<file path="config.mk">
export PLATFORM = sky130hd
export DESIGN_NAME = bif_top
export DESIGN_NICKNAME = d
export VERILOG_FILES = /design/src/hdl/bif_bus_pkg.sv /design/src/hdl/bif_ctrl_pkg.sv /design/src/hdl/bif_xcvr_slice.sv /design/src/hdl/bif_bdlbd.sv /design/src/hdl/bif_ctrl_regs.sv /design/src/hdl/bif_bus_seq.sv /design/src/hdl/bif_top.sv
export SDC_FILE = /design/constraint.sdc
export NUM_CORES = 1
export LEC_CHECK = 0
export ABC_CLOCK_PERIOD_IN_PS = 4490
export BUFFER_PORTS_ARGS = -buffer_cell sky130_fd_sc_hd__buf_2
export CAP_MARGIN = 20
export CORE_MARGIN = 2
export CORE_UTILIZATION = 47
export DETAILED_ROUTE_END_ITERATION = 8
export GPL_TIMING_DRIVEN = 0
export PLACE_DENSITY = 0.83
export SLEW_MARGIN = 40
export SYNTH_ARGS = -nofsm -noshare
export SYNTH_HDL_FRONTEND = slang
export SYNTH_SLANG_ARGS = --single-unit
</file>
<file path="constraint.sdc">
create_clock -name clkbd -period 4.49 [get_ports clkbd]
set_clock_uncertainty 0.2 [all_clocks]
set_input_delay 0.898 -clock clkbd [delete_from_list [all_inputs] [get_ports clkbd]]
set_output_delay 0.898 -clock clkbd [all_outputs]
set_load 0.02 [all_outputs]
</file>
<file path="src/hdl/bif_bus_pkg.sv">
//********************************************************************
// bus data package
// word and byte-lane types shared by the bd and lbd sides of the
// bus interface, plus the lane geometry of the transceiver bank
//********************************************************************
package bif_bus_pkg;

   localparam int LANE_W    = 8;  // one transceiver chip is a byte wide
   localparam int NUM_LANES = 3;  // three chips side by side make the word

   // a bus word, active low on bd and true polarity on lbd
   typedef logic [LANE_W*NUM_LANES-1:0] bd_word_t;

   typedef logic [LANE_W-1:0] lane_t;  // the slice of one chip

endpackage

</file>
<file path="src/hdl/bif_ctrl_pkg.sv">
//********************************************************************
// transfer control package
// configuration word layout, its reset value and the state encoding
// of the transfer sequencer
//********************************************************************
package bif_ctrl_pkg;

   localparam int HOLD_W    = 4;  // width of the drive window field
   localparam int RT_RD_BIT = 4;  // read path passes live bd data
   localparam int RT_WR_BIT = 5;  // write path passes live lbd data
   localparam int CFG_W     = 6;

   typedef logic [HOLD_W-1:0] hold_t;  // window lasts this value plus one cycles
   typedef logic [CFG_W-1:0]  cfg_t;

   // zero hold and stored data in both directions
   localparam cfg_t CFG_RESET = '0;

   // one transfer at a time around the bus grant
   typedef enum logic [1:0] {
      IDLE,   // waiting for xfer_start
      GRANT,  // waiting for bgnt_n low
      DRIVE,  // drive window open
      DONE    // one cycle of xfer_done
   } seq_state_t;

endpackage

</file>
<file path="src/hdl/bif_xcvr_slice.sv">
//********************************************************************
// registered inverting transceiver, one byte lane
// keeps a stored register per side and drives each side from either
// the live or the stored data of the opposite side, inverted
//********************************************************************
`timescale 1ns/1ps

module bif_xcvr_slice (
   input  logic                clkbd,
   input  logic                rst,
   input  bif_bus_pkg::lane_t  a_n_in,   // bd side, active low
   input  bif_bus_pkg::lane_t  b_in,     // lbd side, true polarity
   input  logic                cap_a,    // load the a register at this edge
   input  logic                cap_b,    // load the b register at this edge
   input  logic                sel_ab,   // b output takes live a data when set
   input  logic                sel_ba,   // a output takes live b data when set
   input  logic                drive_a,
   input  logic                drive_b,
   output bif_bus_pkg::lane_t  a_n_out,
   output bif_bus_pkg::lane_t  b_out
);
   import bif_bus_pkg::*;

   lane_t a_reg;   // stored bd lane, still in bus polarity
   lane_t b_reg;   // stored lbd lane
   lane_t ab_src;  // data headed for the lbd side
   lane_t ba_src;  // data headed for the bd side

   //*****************************************************************
   // capture registers
   //*****************************************************************
   always_ff @(posedge clkbd) begin
      if (rst) begin
         a_reg <= '0;
         b_reg <= '0;
      end else begin
         if (cap_a)
            a_reg <= a_n_in;  // grant edge of a read
         if (cap_b)
            b_reg <= b_in;    // start edge of a write
      end
   end

   //*****************************************************************
   // output muxes, live or stored then inverted
   //*****************************************************************
   assign ab_src = sel_ab ? a_n_in : a_reg;  // real-time or stored read data
   assign ba_src = sel_ba ? b_in : b_reg;    // real-time or stored write data

   // an undriven side reads as zero instead of floating
   assign b_out   = drive_b ? ~ab_src : '0;
   assign a_n_out = drive_a ? ~ba_src : '0;

endmodule

</file>
<file path="src/hdl/bif_bdlbd.sv">
//********************************************************************
// bd to lbd data path
// three transceiver slices make the 24 bit word, with direction and
// enable decoded once into a drive enable for each side
//********************************************************************
`timescale 1ns/1ps

module bif_bdlbd (
   input  logic                   clkbd,
   input  logic                   rst,
   input  bif_bus_pkg::bd_word_t  bd_n_in,
   input  bif_bus_pkg::bd_word_t  lbd_in,
   input  logic                   cap_a,   // capture bd word
   input  logic                   cap_b,   // capture lbd word
   input  logic                   sel_ab,  // live read data
   input  logic                   sel_ba,  // live write data
   input  logic                   dir_wr,  // high drives bd, low drives lbd
   input  logic                   oe,      // drive window open
   output bif_bus_pkg::bd_word_t  bd_n_out,
   output bif_bus_pkg::bd_word_t  lbd_out,
   output logic                   bd_oe,
   output logic                   lbd_oe
);
   import bif_bus_pkg::*;

   //*****************************************************************
   // direction and enable decode
   //*****************************************************************
   assign bd_oe  = oe & dir_wr;   // write puts lbd data onto the bus
   assign lbd_oe = oe & ~dir_wr;  // read puts bus data onto lbd

   // lanes 23:16, 15:8 and 7:0, one slice each
   for (genvar i = 0; i < NUM_LANES; i++) begin : g_lane
      bif_xcvr_slice bif_xcvr_slice_i (
         .clkbd   (clkbd),
         .rst     (rst),
         .a_n_in  (bd_n_in[i*LANE_W +: LANE_W]),
         .b_in    (lbd_in[i*LANE_W +: LANE_W]),
         .cap_a   (cap_a),
         .cap_b   (cap_b),
         .sel_ab  (sel_ab),
         .sel_ba  (sel_ba),
         .drive_a (bd_oe),
         .drive_b (lbd_oe),
         .a_n_out (bd_n_out[i*LANE_W +: LANE_W]),
         .b_out   (lbd_out[i*LANE_W +: LANE_W])
      );
   end

   // a side only starts driving after the other has been quiet a cycle
   a_turnaround: assert property (@(posedge clkbd) disable iff (rst)
      !(bd_oe && $past(lbd_oe)) && !(lbd_oe && $past(bd_oe)))
      else $error("one side started driving right after the other");

endmodule

</file>
<file path="src/hdl/bif_ctrl_regs.sv">
//********************************************************************
// transfer configuration register
// written by a one cycle strobe, read back whole, and split into the
// hold and live select fields for the sequencer and data path
//********************************************************************
`timescale 1ns/1ps

module bif_ctrl_regs (
   input  logic                 clkbd,
   input  logic                 rst,
   input  logic                 cfg_we,     // write strobe, one cycle
   input  bif_ctrl_pkg::cfg_t   cfg_wdata,
   output bif_ctrl_pkg::cfg_t   cfg_rdata,
   output bif_ctrl_pkg::hold_t  cfg_hold,   // drive window length minus one
   output logic                 sel_ab,     // rt_rd field
   output logic                 sel_ba      // rt_wr field
);
   import bif_ctrl_pkg::*;

   cfg_t cfg_q;

   always_ff @(posedge clkbd) begin
      if (rst)
         cfg_q <= CFG_RESET;
      else if (cfg_we)
         cfg_q <= cfg_wdata;  // visible from the next cycle
   end

   assign cfg_rdata = cfg_q;
   assign cfg_hold  = cfg_q[HOLD_W-1:0];
   assign sel_ab    = cfg_q[RT_RD_BIT];
   assign sel_ba    = cfg_q[RT_WR_BIT];

   // configuration only moves on a write
   a_cfg_stable: assert property (@(posedge clkbd) disable iff (rst)
      !cfg_we |=> $stable(cfg_q))
      else $error("configuration changed without cfg_we");

endmodule

</file>
<file path="src/hdl/bif_bus_seq.sv">
//********************************************************************
// transfer sequencer
// waits for the bus grant, fires the capture strobe for the transfer
// direction and holds the drive window open for hold+1 cycles
//********************************************************************
`timescale 1ns/1ps

module bif_bus_seq (
   input  logic                 clkbd,
   input  logic                 rst,
   input  logic                 xfer_start,  // one cycle request
   input  logic                 xfer_wr,     // sampled with xfer_start, 1 is lbd to bd
   input  logic                 bgnt_n,      // grant level, active low
   input  bif_ctrl_pkg::hold_t  cfg_hold,
   output logic                 cap_a,       // capture the bus word
   output logic                 cap_b,       // capture the local word
   output logic                 dir_wr,
   output logic                 oe,
   output logic                 busy,
   output logic                 xfer_done
);
   import bif_ctrl_pkg::*;

   seq_state_t state;
   hold_t      cnt;     // cycles left in the drive window
   logic       dir_q;   // direction latched at start
   logic       start;   // accepted request
   logic       grant;   // grant edge of a waiting transfer

   assign start = (state == IDLE) && xfer_start;   // ignored while busy
   assign grant = (state == GRANT) && !bgnt_n;

   //*****************************************************************
   // state machine and window counter
   //*****************************************************************
   always_ff @(posedge clkbd) begin
      if (rst) begin
         state <= IDLE;
         cnt   <= '0;
         dir_q <= 1'b0;
      end else begin
         case (state)
            IDLE: begin
               if (start) begin
                  dir_q <= xfer_wr;
                  state <= GRANT;
               end
            end
            GRANT: begin
               if (grant) begin
                  cnt   <= cfg_hold;  // window length taken at the grant
                  state <= DRIVE;
               end
            end
            DRIVE: begin
               if (cnt == '0)
                  state <= DONE;
               else
                  cnt <= cnt - 1'b1;
            end
            default: state <= IDLE;   // DONE lasts exactly one cycle
         endcase
      end
   end

   //*****************************************************************
   // strobes and levels
   //*****************************************************************
   assign cap_b     = start && xfer_wr;   // local word taken at the start edge
   assign cap_a     = grant && !dir_q;    // bus word taken at the grant edge
   assign dir_wr    = dir_q;
   assign oe        = (state == DRIVE);
   assign busy      = (state != IDLE);    // falls after the done cycle
   assign xfer_done = (state == DONE);

   a_done_pulse: assert property (@(posedge clkbd) disable iff (rst)
      xfer_done |=> !xfer_done)
      else $error("xfer_done held longer than one cycle");

   // the window only follows a grant, never a fresh start
   a_oe_window: assert property (@(posedge clkbd) disable iff (rst)
      $rose(oe) |-> $past(state) == GRANT && $past(!bgnt_n))
      else $error("drive window opened without a grant");

   a_cap_excl: assert property (@(posedge clkbd) disable iff (rst)
      !(cap_a && cap_b))
      else $error("capture strobes coincide");

endmodule

</file>
<file path="src/hdl/bif_top.sv">
//********************************************************************
// bus interface data section
// configuration register, transfer sequencer and the inverting
// transceiver path between the bd bus and the local lbd bus
//********************************************************************
`timescale 1ns/1ps

module bif_top (
   input  logic                   clkbd,
   input  logic                   rst,
   input  logic                   cfg_we,
   input  bif_ctrl_pkg::cfg_t     cfg_wdata,
   output bif_ctrl_pkg::cfg_t     cfg_rdata,
   input  logic                   xfer_start,
   input  logic                   xfer_wr,
   input  logic                   bgnt_n,
   input  bif_bus_pkg::bd_word_t  bd_n_in,
   output bif_bus_pkg::bd_word_t  bd_n_out,
   input  bif_bus_pkg::bd_word_t  lbd_in,
   output bif_bus_pkg::bd_word_t  lbd_out,
   output logic                   bd_oe,
   output logic                   lbd_oe,
   output logic                   busy,
   output logic                   xfer_done
);
   import bif_ctrl_pkg::*;

   hold_t cfg_hold;  // drive window length to the sequencer
   logic  sel_ab;    // live read data
   logic  sel_ba;    // live write data
   logic  cap_a;
   logic  cap_b;
   logic  dir_wr;
   logic  oe;

   bif_ctrl_regs bif_ctrl_regs_i (
      .clkbd     (clkbd),
      .rst       (rst),
      .cfg_we    (cfg_we),
      .cfg_wdata (cfg_wdata),
      .cfg_rdata (cfg_rdata),
      .cfg_hold  (cfg_hold),
      .sel_ab    (sel_ab),
      .sel_ba    (sel_ba)
   );

   bif_bus_seq bif_bus_seq_i (
      .clkbd      (clkbd),
      .rst        (rst),
      .xfer_start (xfer_start),
      .xfer_wr    (xfer_wr),
      .bgnt_n     (bgnt_n),
      .cfg_hold   (cfg_hold),
      .cap_a      (cap_a),
      .cap_b      (cap_b),
      .dir_wr     (dir_wr),
      .oe         (oe),
      .busy       (busy),
      .xfer_done  (xfer_done)
   );

   bif_bdlbd bif_bdlbd_i (
      .clkbd    (clkbd),
      .rst      (rst),
      .bd_n_in  (bd_n_in),
      .lbd_in   (lbd_in),
      .cap_a    (cap_a),
      .cap_b    (cap_b),
      .sel_ab   (sel_ab),
      .sel_ba   (sel_ba),
      .dir_wr   (dir_wr),
      .oe       (oe),
      .bd_n_out (bd_n_out),
      .lbd_out  (lbd_out),
      .bd_oe    (bd_oe),
      .lbd_oe   (lbd_oe)
   );

endmodule

</file>
# ---- Word level (Yosys, flattened, before mapping)
# Index checks and enable logic that the tools add are counted.
dict set report word_totals {
  register_bits 61
  latchBits 0
  ram_bits 0
  rom_bits 0
  in_bits 60
  word_cells 59
  memories 0
}
dict set report classes {
  n_addsub 1
  mul 0
  div 0
  magnitude_cmp 0
  n_eq_ne 7
  n_shift 0
  mux 19
  n_bitwise 9
  n_reduce_logical 13
}
# cell n
set ops {}
lappend ops {{$mux 8} 12}
lappend ops {{$not 8->8} 6}
lappend ops {{$mux 4} 2}
lappend ops {{$pmux 4 s2} 1}
lappend ops {{$mux 2} 3}
lappend ops {{$pmux 2 s3} 1}
lappend ops {{$reduce_and 3->1} 2}
lappend ops {{$eq 2x2->1 const B} 2}
lappend ops {{$logic_and 1x1->1} 4}
lappend ops {{$logic_not 4->1} 1}
lappend ops {{$ne 2x1->1 const B} 2}
lappend ops {{$ne 2x2->1 const B} 2}
lappend ops {{$reduce_bool 2->1} 2}
lappend ops {{$sub 4x1->4 const B} 1}
lappend ops {{$and 1x1->1} 2}
lappend ops {{$eq 2x1->1 const B} 1}
lappend ops {{$logic_not 1->1} 2}
lappend ops {{$logic_not 2->1} 1}
lappend ops {{$reduce_and 2->1} 1}
lappend ops {{$not 1->1} 1}

# ---- Depth between registers and ports, before layout
# Gate-level depths: netlist of run 1.
dict set report depth {
  ltp_word 4
  ltp_mapped 7
}

# ---- Modules after synthesis
# Synthesis of run 1 repeated with hierarchy kept, for this count alone.
dict set report unflattened {
  cells_unflattened 341
  hier_area_um2 3318.2
}
# module instances cells_each area_each_um2 seq_area_each_um2
set by_module_without_submodules {}
lappend by_module_without_submodules {bif_xcvr_slice 3 86 848.3 320.3}
lappend by_module_without_submodules {bif_bus_seq 1 56 498.0 140.1}
lappend by_module_without_submodules {bif_ctrl_regs 1 25 259.0 120.1}
lappend by_module_without_submodules {bif_bdlbd 1 2 16.3 0.0}

# ---- Worst setup path before layout of run 1
# No wires, ideal clock.
dict set report synth_timing {
  kind {flip-flop to output port}
  startpoint {register bif_bus_seq_i.state[0]}
  endpoint {output bd_n_out[0]}
  arrival_ns 1.736
  required_ns 3.392
  path_slack_ns 1.656
  path_stages_with_launch 7
  path_buffers 2
  cell_sequence {dfxtp_1 > inv_1 > ha_1 > buf_2 > nand2_1 > clkbuf_1 > a211oi_1}
}
dict set report synth_via {
  elab_chain_cells 3
}
# element line
set synth_rtl {}
lappend synth_rtl {{start: declaration} bif_bus_seq.sv:24} ;# seq_state_t state;
lappend synth_rtl {{start signal: assignment} bif_bus_seq.sv:38} ;# state <= IDLE;
lappend synth_rtl {{start signal: assignment} bif_bus_seq.sv:46} ;# state <= GRANT;
lappend synth_rtl {{start signal: assignment} bif_bus_seq.sv:52} ;# state <= DRIVE;
lappend synth_rtl {{$eq 2x2->1} bif_bus_seq.sv:72} ;# assign oe = (state == DRIVE);
lappend synth_rtl {{$and 1x1->1} bif_bdlbd.sv:29} ;# assign bd_oe = oe & dir_wr;
lappend synth_rtl {{$mux 8} bif_xcvr_slice.sv:52} ;# assign a_n_out = drive_a ? ~ba_src : '0;
lappend synth_rtl {{end: declaration} bif_top.sv:18} ;# output bif_bus_pkg::bd_word_t bd_n_out,
# Every way passes these cells.

# ---- Worst setup path in the final report of run 1
dict set report layout_timing {
  startpoint {register bif_bus_seq_i.state[0]}
  endpoint {output bd_n_out[20]}
}
# Same word-level chain as after synthesis.

==> impl_metrics.toml, run 1 <==
[timing]
min_period_over_period_pct = 76.7
final.min_clock_period_ns = 3.44
setup-tns-final_ns = 0
setup_violations = 0
slew_headroom_pct = 61.5
rsz0062_at_grt = "false"
finalHoldViolations = 0
worst_slew_pin_slew_ns = 0.578
slew_viol_final = 0
maxClockFrequency_mhz = 290

[placed_design]
place.gp.congestion = 0.834
detailed_placement_hpwl_mm = 6.24
io_buffers = 115

[worst_setup_path]
chain_of_cells_forming_the_critical_path = "inv_1 -> ha_1 -> buf_2 -> nand2_1 -> clkbuf_1 -> a211oi_1 -> buf_2"
cp_max_fo = 10
critical_path.max_stage_delay_ns = 0.35
cp-start-kind = "flop"
crit_top_cell = "buf_2"
setup.worst_path.class = "flop to primary output"
critPathArrivalTime_ns = 2.35
crit_path_top_delay_cell = "dfxtp_1"
kind_of_cell_with_the_highest_combined_delay_on_the_critical_path = "buffers and inverters"
cp-end-kind = "primary output"
worstPathRequired_ns = 3.39
critical_path_buf_inv_count = 4

[clock_tree]
post_cts_hold_buffer_count = 0
tritoncts = "done"
ctsHtreeMaxLevel = 3
clock_path_buffers = 2
numClockSinks = 61
postCtsSetupBuffers = 0
worstSkewPairLatency_ns = 0.33
post_cts_resize_count = 0
worst_setup_hold_path_clk_slew_ns = 0.06
cts-root-buf = "clkbuf_8"
numCtsBuffers = 9

[status]
status = "finished, final reports clean"

[synthesis]
synthArstFlopShare_pct = 0
synth_top_cell_by_area = "dfxtp_1"
ys_dominant_reg_cell = "dfxtp_1"
yosysWarnings = 0
mapped_cells = 404
syn-cell-area_mm2 = 0.00308
synth_seq_area_share_pct = 39.7
ys_top_cells_by_area = "dfxtp_1 (40%), nand2_1 (12%), a211oi_1 (12%)"
ys_seq_elements = 61
synth_edf_count = 0
synth_largest_type_area_fraction_pct = 39.7
post_synth_num_cell_types = 28
post_synth.cell_area_avg_um2 = 7.61
mappedNetlistNets = 470

[floorplanning]
fp-row-count = 29
die_height_um = 84.9
dieArea_mm2 = 0.00721
floorplan_core_area_mm2 = 0.00635
die_x_um = 84.9
floorplan.io_pins = 118
start_util_pct = 48.4

[power]
p_int_mw = 1.12
power.net_switching_mw = 0.690
switching_share_pct = 38.2
worst_ir_drop_vdd_v = 0.000283
total_leakage_power_nw = 1.74
pwr-share-comb_pct = 39.5
seqPwrFrac_pct = 36.3
p_per_area_mw_per_mm2 = 461
clock_power_share_pct = 24.2

[global_routing]
number_of_antenna_violations_at_the_first_check_in_global_routing = 0
grt_pass1_vias = 3057
grt_max_degree = 11
grt_pass1_wl_mm = 13.5
grt-ovfl-total = 0
track_usage_pct = 23.1

[routing]
drt_first_pass_iters = 4
via_count = 3230
detail_route.drc_violations = 0
wire_per_inst_um = 13.5
wl_mm = 8.24
drt_iter0_markers = 129
detail-route-antenna-nets = 0
viasPerCell = 5.29

[hold_path]
worstHoldPathType = "flop to flop"

[cells_and_area]
syn_to_final_growth_pct = 27.6
antenna_cells = 0
post-route-util_pct = 61.8
finalNetCount = 596
final_layout_size_suffix_gt1_share_pct = 25.1

[job]
timing.max_cap.violations = 0
## worst reg2reg max path, stage by stage (launching register included)
cell      delay [ns]
dfxtp_1         0.40
inv_1           0.10
ha_1            0.27
nor2b_1         0.18
a221oi_2        0.52
mux2i_1         0.25
a21oi_1         0.07
## layout by cell type (no fill, tap or decap), types with 2 or more instances in the layout
master / n
buf_2: 116
o21ai_0: 3
nor2b_1: 52
nand2b_1: 2
clkbuf_8: 12
a211oi_1: 48
dfxtp_1: 61
o31ai_1: 2
nor2_1: 12
nand2_1: 100
mux2i_1: 9
buf_4: 2
ha_1: 6
buf_1: 4
clkbuf_1: 31
inv_1: 9
a21oi_1: 52
## worst paths after layout
path	slack (ns)	from	to	cells after the start
max	1.05	bif_bus_seq_i.state[0]	bd_n_out[20]	7
min	0.25	bif_bdlbd_i.g_lane[0].bif_xcvr_slice_i.b_reg[4]	bif_bdlbd_i.g_lane[0].bif_xcvr_slice_i.b_reg[4]	2
max reg2reg	2.37	bif_bus_seq_i.state[0]	bif_bus_seq_i.cnt[0]	6
min reg2reg	0.25	bif_bdlbd_i.g_lane[0].bif_xcvr_slice_i.b_reg[4]	bif_bdlbd_i.g_lane[0].bif_xcvr_slice_i.b_reg[4]	2
## cells in the mapped netlist (2+ instances only)
| cell type | n |
|---|---|
| nand2_1 | 100 |
| dfxtp_1 | 61 |
| a21oi_1 | 52 |
| nor2b_1 | 52 |
| a211oi_1 | 48 |
| clkbuf_1 | 29 |
| nor2_1 | 12 |
| inv_1 | 9 |
| mux2i_1 | 9 |
| ha_1 | 6 |
| buf_1 | 4 |
| o21ai_0 | 3 |
| buf_4 | 2 |
| nand2b_1 | 2 |
| o31ai_1 | 2 |
## cell families (layout without fill, tap and decap cells)
group           Yosys count  after routing  synth area share (%)
flops                    61             61                  39.7
simple gates            173            173                  26.2
compound gates          109            109                  22.6
mux                      10             10                  3.30
buf+inv                  45            175                  5.78
fa+ha+maj                 6              6                  2.44
## cell type report
type / instances / area [um2]
fillers: 573 / 2420
clock buffers: 14 / 173
plain buffers: 36 / 144
clock inverters: 1 / 5.00
flip-flops and latches: 61 / 1220
well taps: 77 / 96.3
inverters: 9 / 33.8
repair buffers: 115 / 576
multi-input cells: 298 / 1680
## metal layers
metal	wire (um)	track usage (%)
met5	0	0
met4	255	12.4
met3	392	3.79
met2	4040	39.4
met1	3550	27.7
## power groups by stage
stage | combinational, mW | clock (mW) | sequential [mW]
floorplan | 0.499 | 0 | 0.658
global placement | 0.691 | 0 | 0.661
detailed placement | 0.710 | 0 | 0.667
CTS | 0.713 | 0.447 | 0.655
global route | 0.787 | 0.469 | 0.665
finish | 0.715 | 0.438 | 0.655
## metrics by stage
step           instances  instance area, um2  hold WS [ns]  power [mW]  setup slack [ns]
4_1_cts              611                3930         0.251        1.82              1.04
2_1_floorplan        404                3080         0.232        1.16              1.66
6_report             611                3930         0.250        1.81              1.05
3_3_place_gp         596                3750         0.237        1.35              1.49
3_5_place_dp         596                3750         0.242        1.38              1.42
5_1_grt              611                3930         0.262        1.92             0.866
Power figures use the tool's default switching activity.
==> run 2, diff against run 1 <==
ABC_AREA = 1   (was not set)
ABC_CLOCK_PERIOD_IN_PS = 3300   (was 4490)
clock period = 3.3 ns   (was 4.49 ns; I/O delays follow)
==> impl_metrics.toml, run 2 <==
[power]
total_leakage_power_nw = 1.87
p_per_area_mw_per_mm2 = 674
worst_ir_drop_vdd_v = 0.000424

[floorplanning]
start_util_pct = 48.2
die_x_um = 84.5
floorplan_core_area_mm2 = 0.00631
dieArea_mm2 = 0.00714
die_height_um = 84.5
floorplan.io_pins = 118
fp-row-count = 29

[synthesis]
post_synth_num_cell_types = 21
syn-cell-area_mm2 = 0.00305
synth_top_cell_by_area = "dfxtp_1"
post_synth.cell_area_avg_um2 = 7.17
synth_largest_type_area_fraction_pct = 40.1
ys_top_cells_by_area = "dfxtp_1 (40%), a211oi_1 (12%), a21oi_1 (9.2%)"
most_instantiated_library_cell_after_synthesis = "nor2_1"
synth_edf_count = 0
ys_dominant_reg_cell = "dfxtp_1"
synthArstFlopShare_pct = 0
netlist_top_cells_count = "nor2_1 (69), dfxtp_1 (61), inv_1 (60), a21oi_1 (56), o21ai_0 (54)"
ys_seq_elements = 61
mappedNetlistNets = 491
yosysWarnings = 0
synth_seq_area_share_pct = 40.1
mapped_cells = 425

[routing]
drt_iter0_markers = 124
viasPerCell = 5.24
wl_mm = 8.34
detail-route-antenna-nets = 0
drt_first_pass_iters = 4
wire_per_inst_um = 13.2
via_count = 3322
detail_route.drc_violations = 0

[job]
timing.max_cap.violations = 0

[timing]
finalHoldViolations = 0
min_period_over_period_pct = 85.8
holdWs_ns = 0.252
setup-tns-final_ns = 0
rsz0062_at_grt = "false"
slew_viol_final = 0
maxClockFrequency_mhz = 353
worst_slew_pin_slew_ns = 0.507
final.min_clock_period_ns = 2.83
setup_violations = 0
slew_headroom_pct = 66.2

[worst_setup_path]
worstPathRequired_ns = 2.44
critPathArrivalTime_ns = 1.97
crit_path_end = "lbd_out[0]"
worst_r2r_startpoint = "bif_bus_seq_i.state[0]"
setup.worst_path.class = "flop to primary output"
cp-start-kind = "flop"
startpoint = "bif_bus_seq_i.state[0]"
crit_path_top_delay_cell = "dfxtp_1"
reg2regPathDepth = 6
chain_of_cells_forming_the_critical_path = "inv_1 -> ha_1 -> buf_4 -> inv_2 -> nor2_4 -> inv_2 -> buf_2 -> a211oi_1 -> buf_2"
crit-reg2reg-capture = "bif_bdlbd_i.g_lane[2].bif_xcvr_slice_i.b_reg[7]"
critical_path.max_stage_delay_ns = 0.41
cp_max_fo = 10
cp-end-kind = "primary output"
r2r_slack_ns = 1.32

[clock_tree]
ctsHtreeMaxLevel = 3
tritoncts = "done"
postCtsSetupBuffers = 0
post_cts_resize_count = 0
worst_setup_hold_path_clk_slew_ns = 0.07
numClockSinks = 61
clock_path_buffers = 2
cts-root-buf = "clkbuf_8"
post_cts_hold_buffer_count = 0
numCtsBuffers = 9
worstSkewPairLatency_ns = 0.33

[cells_and_area]
mostFrequentLayoutCell = "buf_2"
final_layout_size_suffix_gt1_share_pct = 27.3
finalNetCount = 619
most-common-layout-cells = "buf_2 (127), nor2_1 (69), dfxtp_1 (61)"
filler_cell_count = 586
finish.instance_area_mm2 = 0.00390
syn_to_final_growth_pct = 28.1
antenna_cells = 0

[global_routing]
track_usage_pct = 23.1
grt_pass1_wl_mm = 13.5
number_of_antenna_violations_at_the_first_check_in_global_routing = 0
grt-ovfl-total = 0
grt_pass1_vias = 3042
grt_max_degree = 11

[placed_design]
place.gp.congestion = 0.854
io_buffers = 117
detailed_placement_hpwl_mm = 6.17
dpl-instance-area_mm2 = 0.00373

[hold_path]
worstHoldPathType = "flop to flop"

[status]
status = "finished, final reports clean"
## run 2: cell types whose count changed in the layout (fill, tap and decap cells not counted), moves of 13 or more
cell / before / now
nor2_1: 12 / 69
nand2_1: 100 / 21
nor2b_1: 52 / 0
clkbuf_1: 31 / 18
inv_1: 9 / 60
o21ai_0: 3 / 54
## run 2: how the worst min path moves through the flow
stage                                               startpoint                                               to  slack, ns  cells after the start
2_1_floorplan  bif_bdlbd_i.g_lane[0].bif_xcvr_slice_i.a_reg[0]  bif_bdlbd_i.g_lane[0].bif_xcvr_slice_i.a_reg[0]       0.23                      2
3_3_place_gp   bif_bdlbd_i.g_lane[0].bif_xcvr_slice_i.b_reg[3]  bif_bdlbd_i.g_lane[0].bif_xcvr_slice_i.b_reg[3]       0.24                      2
3_5_place_dp   bif_bdlbd_i.g_lane[1].bif_xcvr_slice_i.b_reg[7]  bif_bdlbd_i.g_lane[1].bif_xcvr_slice_i.b_reg[7]       0.24                      2
4_1_cts        bif_bdlbd_i.g_lane[1].bif_xcvr_slice_i.b_reg[7]  bif_bdlbd_i.g_lane[1].bif_xcvr_slice_i.b_reg[7]       0.25                      2
5_1_grt        bif_bdlbd_i.g_lane[2].bif_xcvr_slice_i.a_reg[7]  bif_bdlbd_i.g_lane[2].bif_xcvr_slice_i.a_reg[7]       0.27                      2
6_report       bif_bdlbd_i.g_lane[1].bif_xcvr_slice_i.b_reg[7]  bif_bdlbd_i.g_lane[1].bif_xcvr_slice_i.b_reg[7]       0.25                      2
## run 2: power by group
| group | total [mW] | leakage (nW) | switching (mW) | internal, mW |
|---|---|---|---|---|
| clock network | 0.619 | 0.0875 | 0.274 | 0.345 |
| logic | 1.05 | 1.28 | 0.686 | 0.364 |
| registers | 0.962 | 0.500 | 0.0664 | 0.895 |
| total | 2.63 | 1.87 | 1.03 | 1.60 |
## run 2: cell type report
| class | instances | area (um2) | area share [%] |
|---|---|---|---|
| tap | 77 | 96.3 | 2.47 |
| clock inverter | 2 | 35.0 | 0.898 |
| multi-input combinational | 268 | 1410 | 36.0 |
| sequential | 61 | 1220 | 31.3 |
| inverter | 63 | 236 | 6.06 |
| timing repair buffer | 117 | 586 | 15.0 |
| buffer | 33 | 183 | 4.68 |
| clock buffer | 13 | 139 | 3.56 |
## run 2: routing by layer
| metal | track usage, % | share of wire, % | vias to the layer above |
|---|---|---|---|
| met2 | 38.9 | 48 | 123 |
| met3 | 4.62 | 7.1 | 8 |
| met1 | 29.4 | 45 | 1520 |
| met4 | 8.08 | 0.77 | 0 |
| li1 | - | - | 1671 |
| met5 | 0 | 0 | - |
## run 2: kinds of logic after synthesis
group / synth area share [%]
AO/OA/AOI/OAI: 30.7
adder cells (fa/ha/maj): 2.47
buffers and inverters: 13.8
flip-flops: 40.1
AND/OR/NAND/NOR: 12.9
## run 2: worst max-delay path: cells and delay by family, from the launching register on
kind            cells  cell delay, ns
simple gates        1            0.05
compound gates      1            0.08
fa+ha+maj           1            0.19
buf+inv             6            0.90
flops               1            0.41
## run 2: metrics by stage
stage	worst slack, ns	util [%]	total power, mW	instances
floorplan	0.766	-	1.71	425
global placement	0.807	59.0	1.98	619
detailed placement	0.805	59.0	2.02	619
CTS	0.440	61.8	2.63	634
global route	0.330	61.8	2.82	634
finish	0.470	61.8	2.63	634
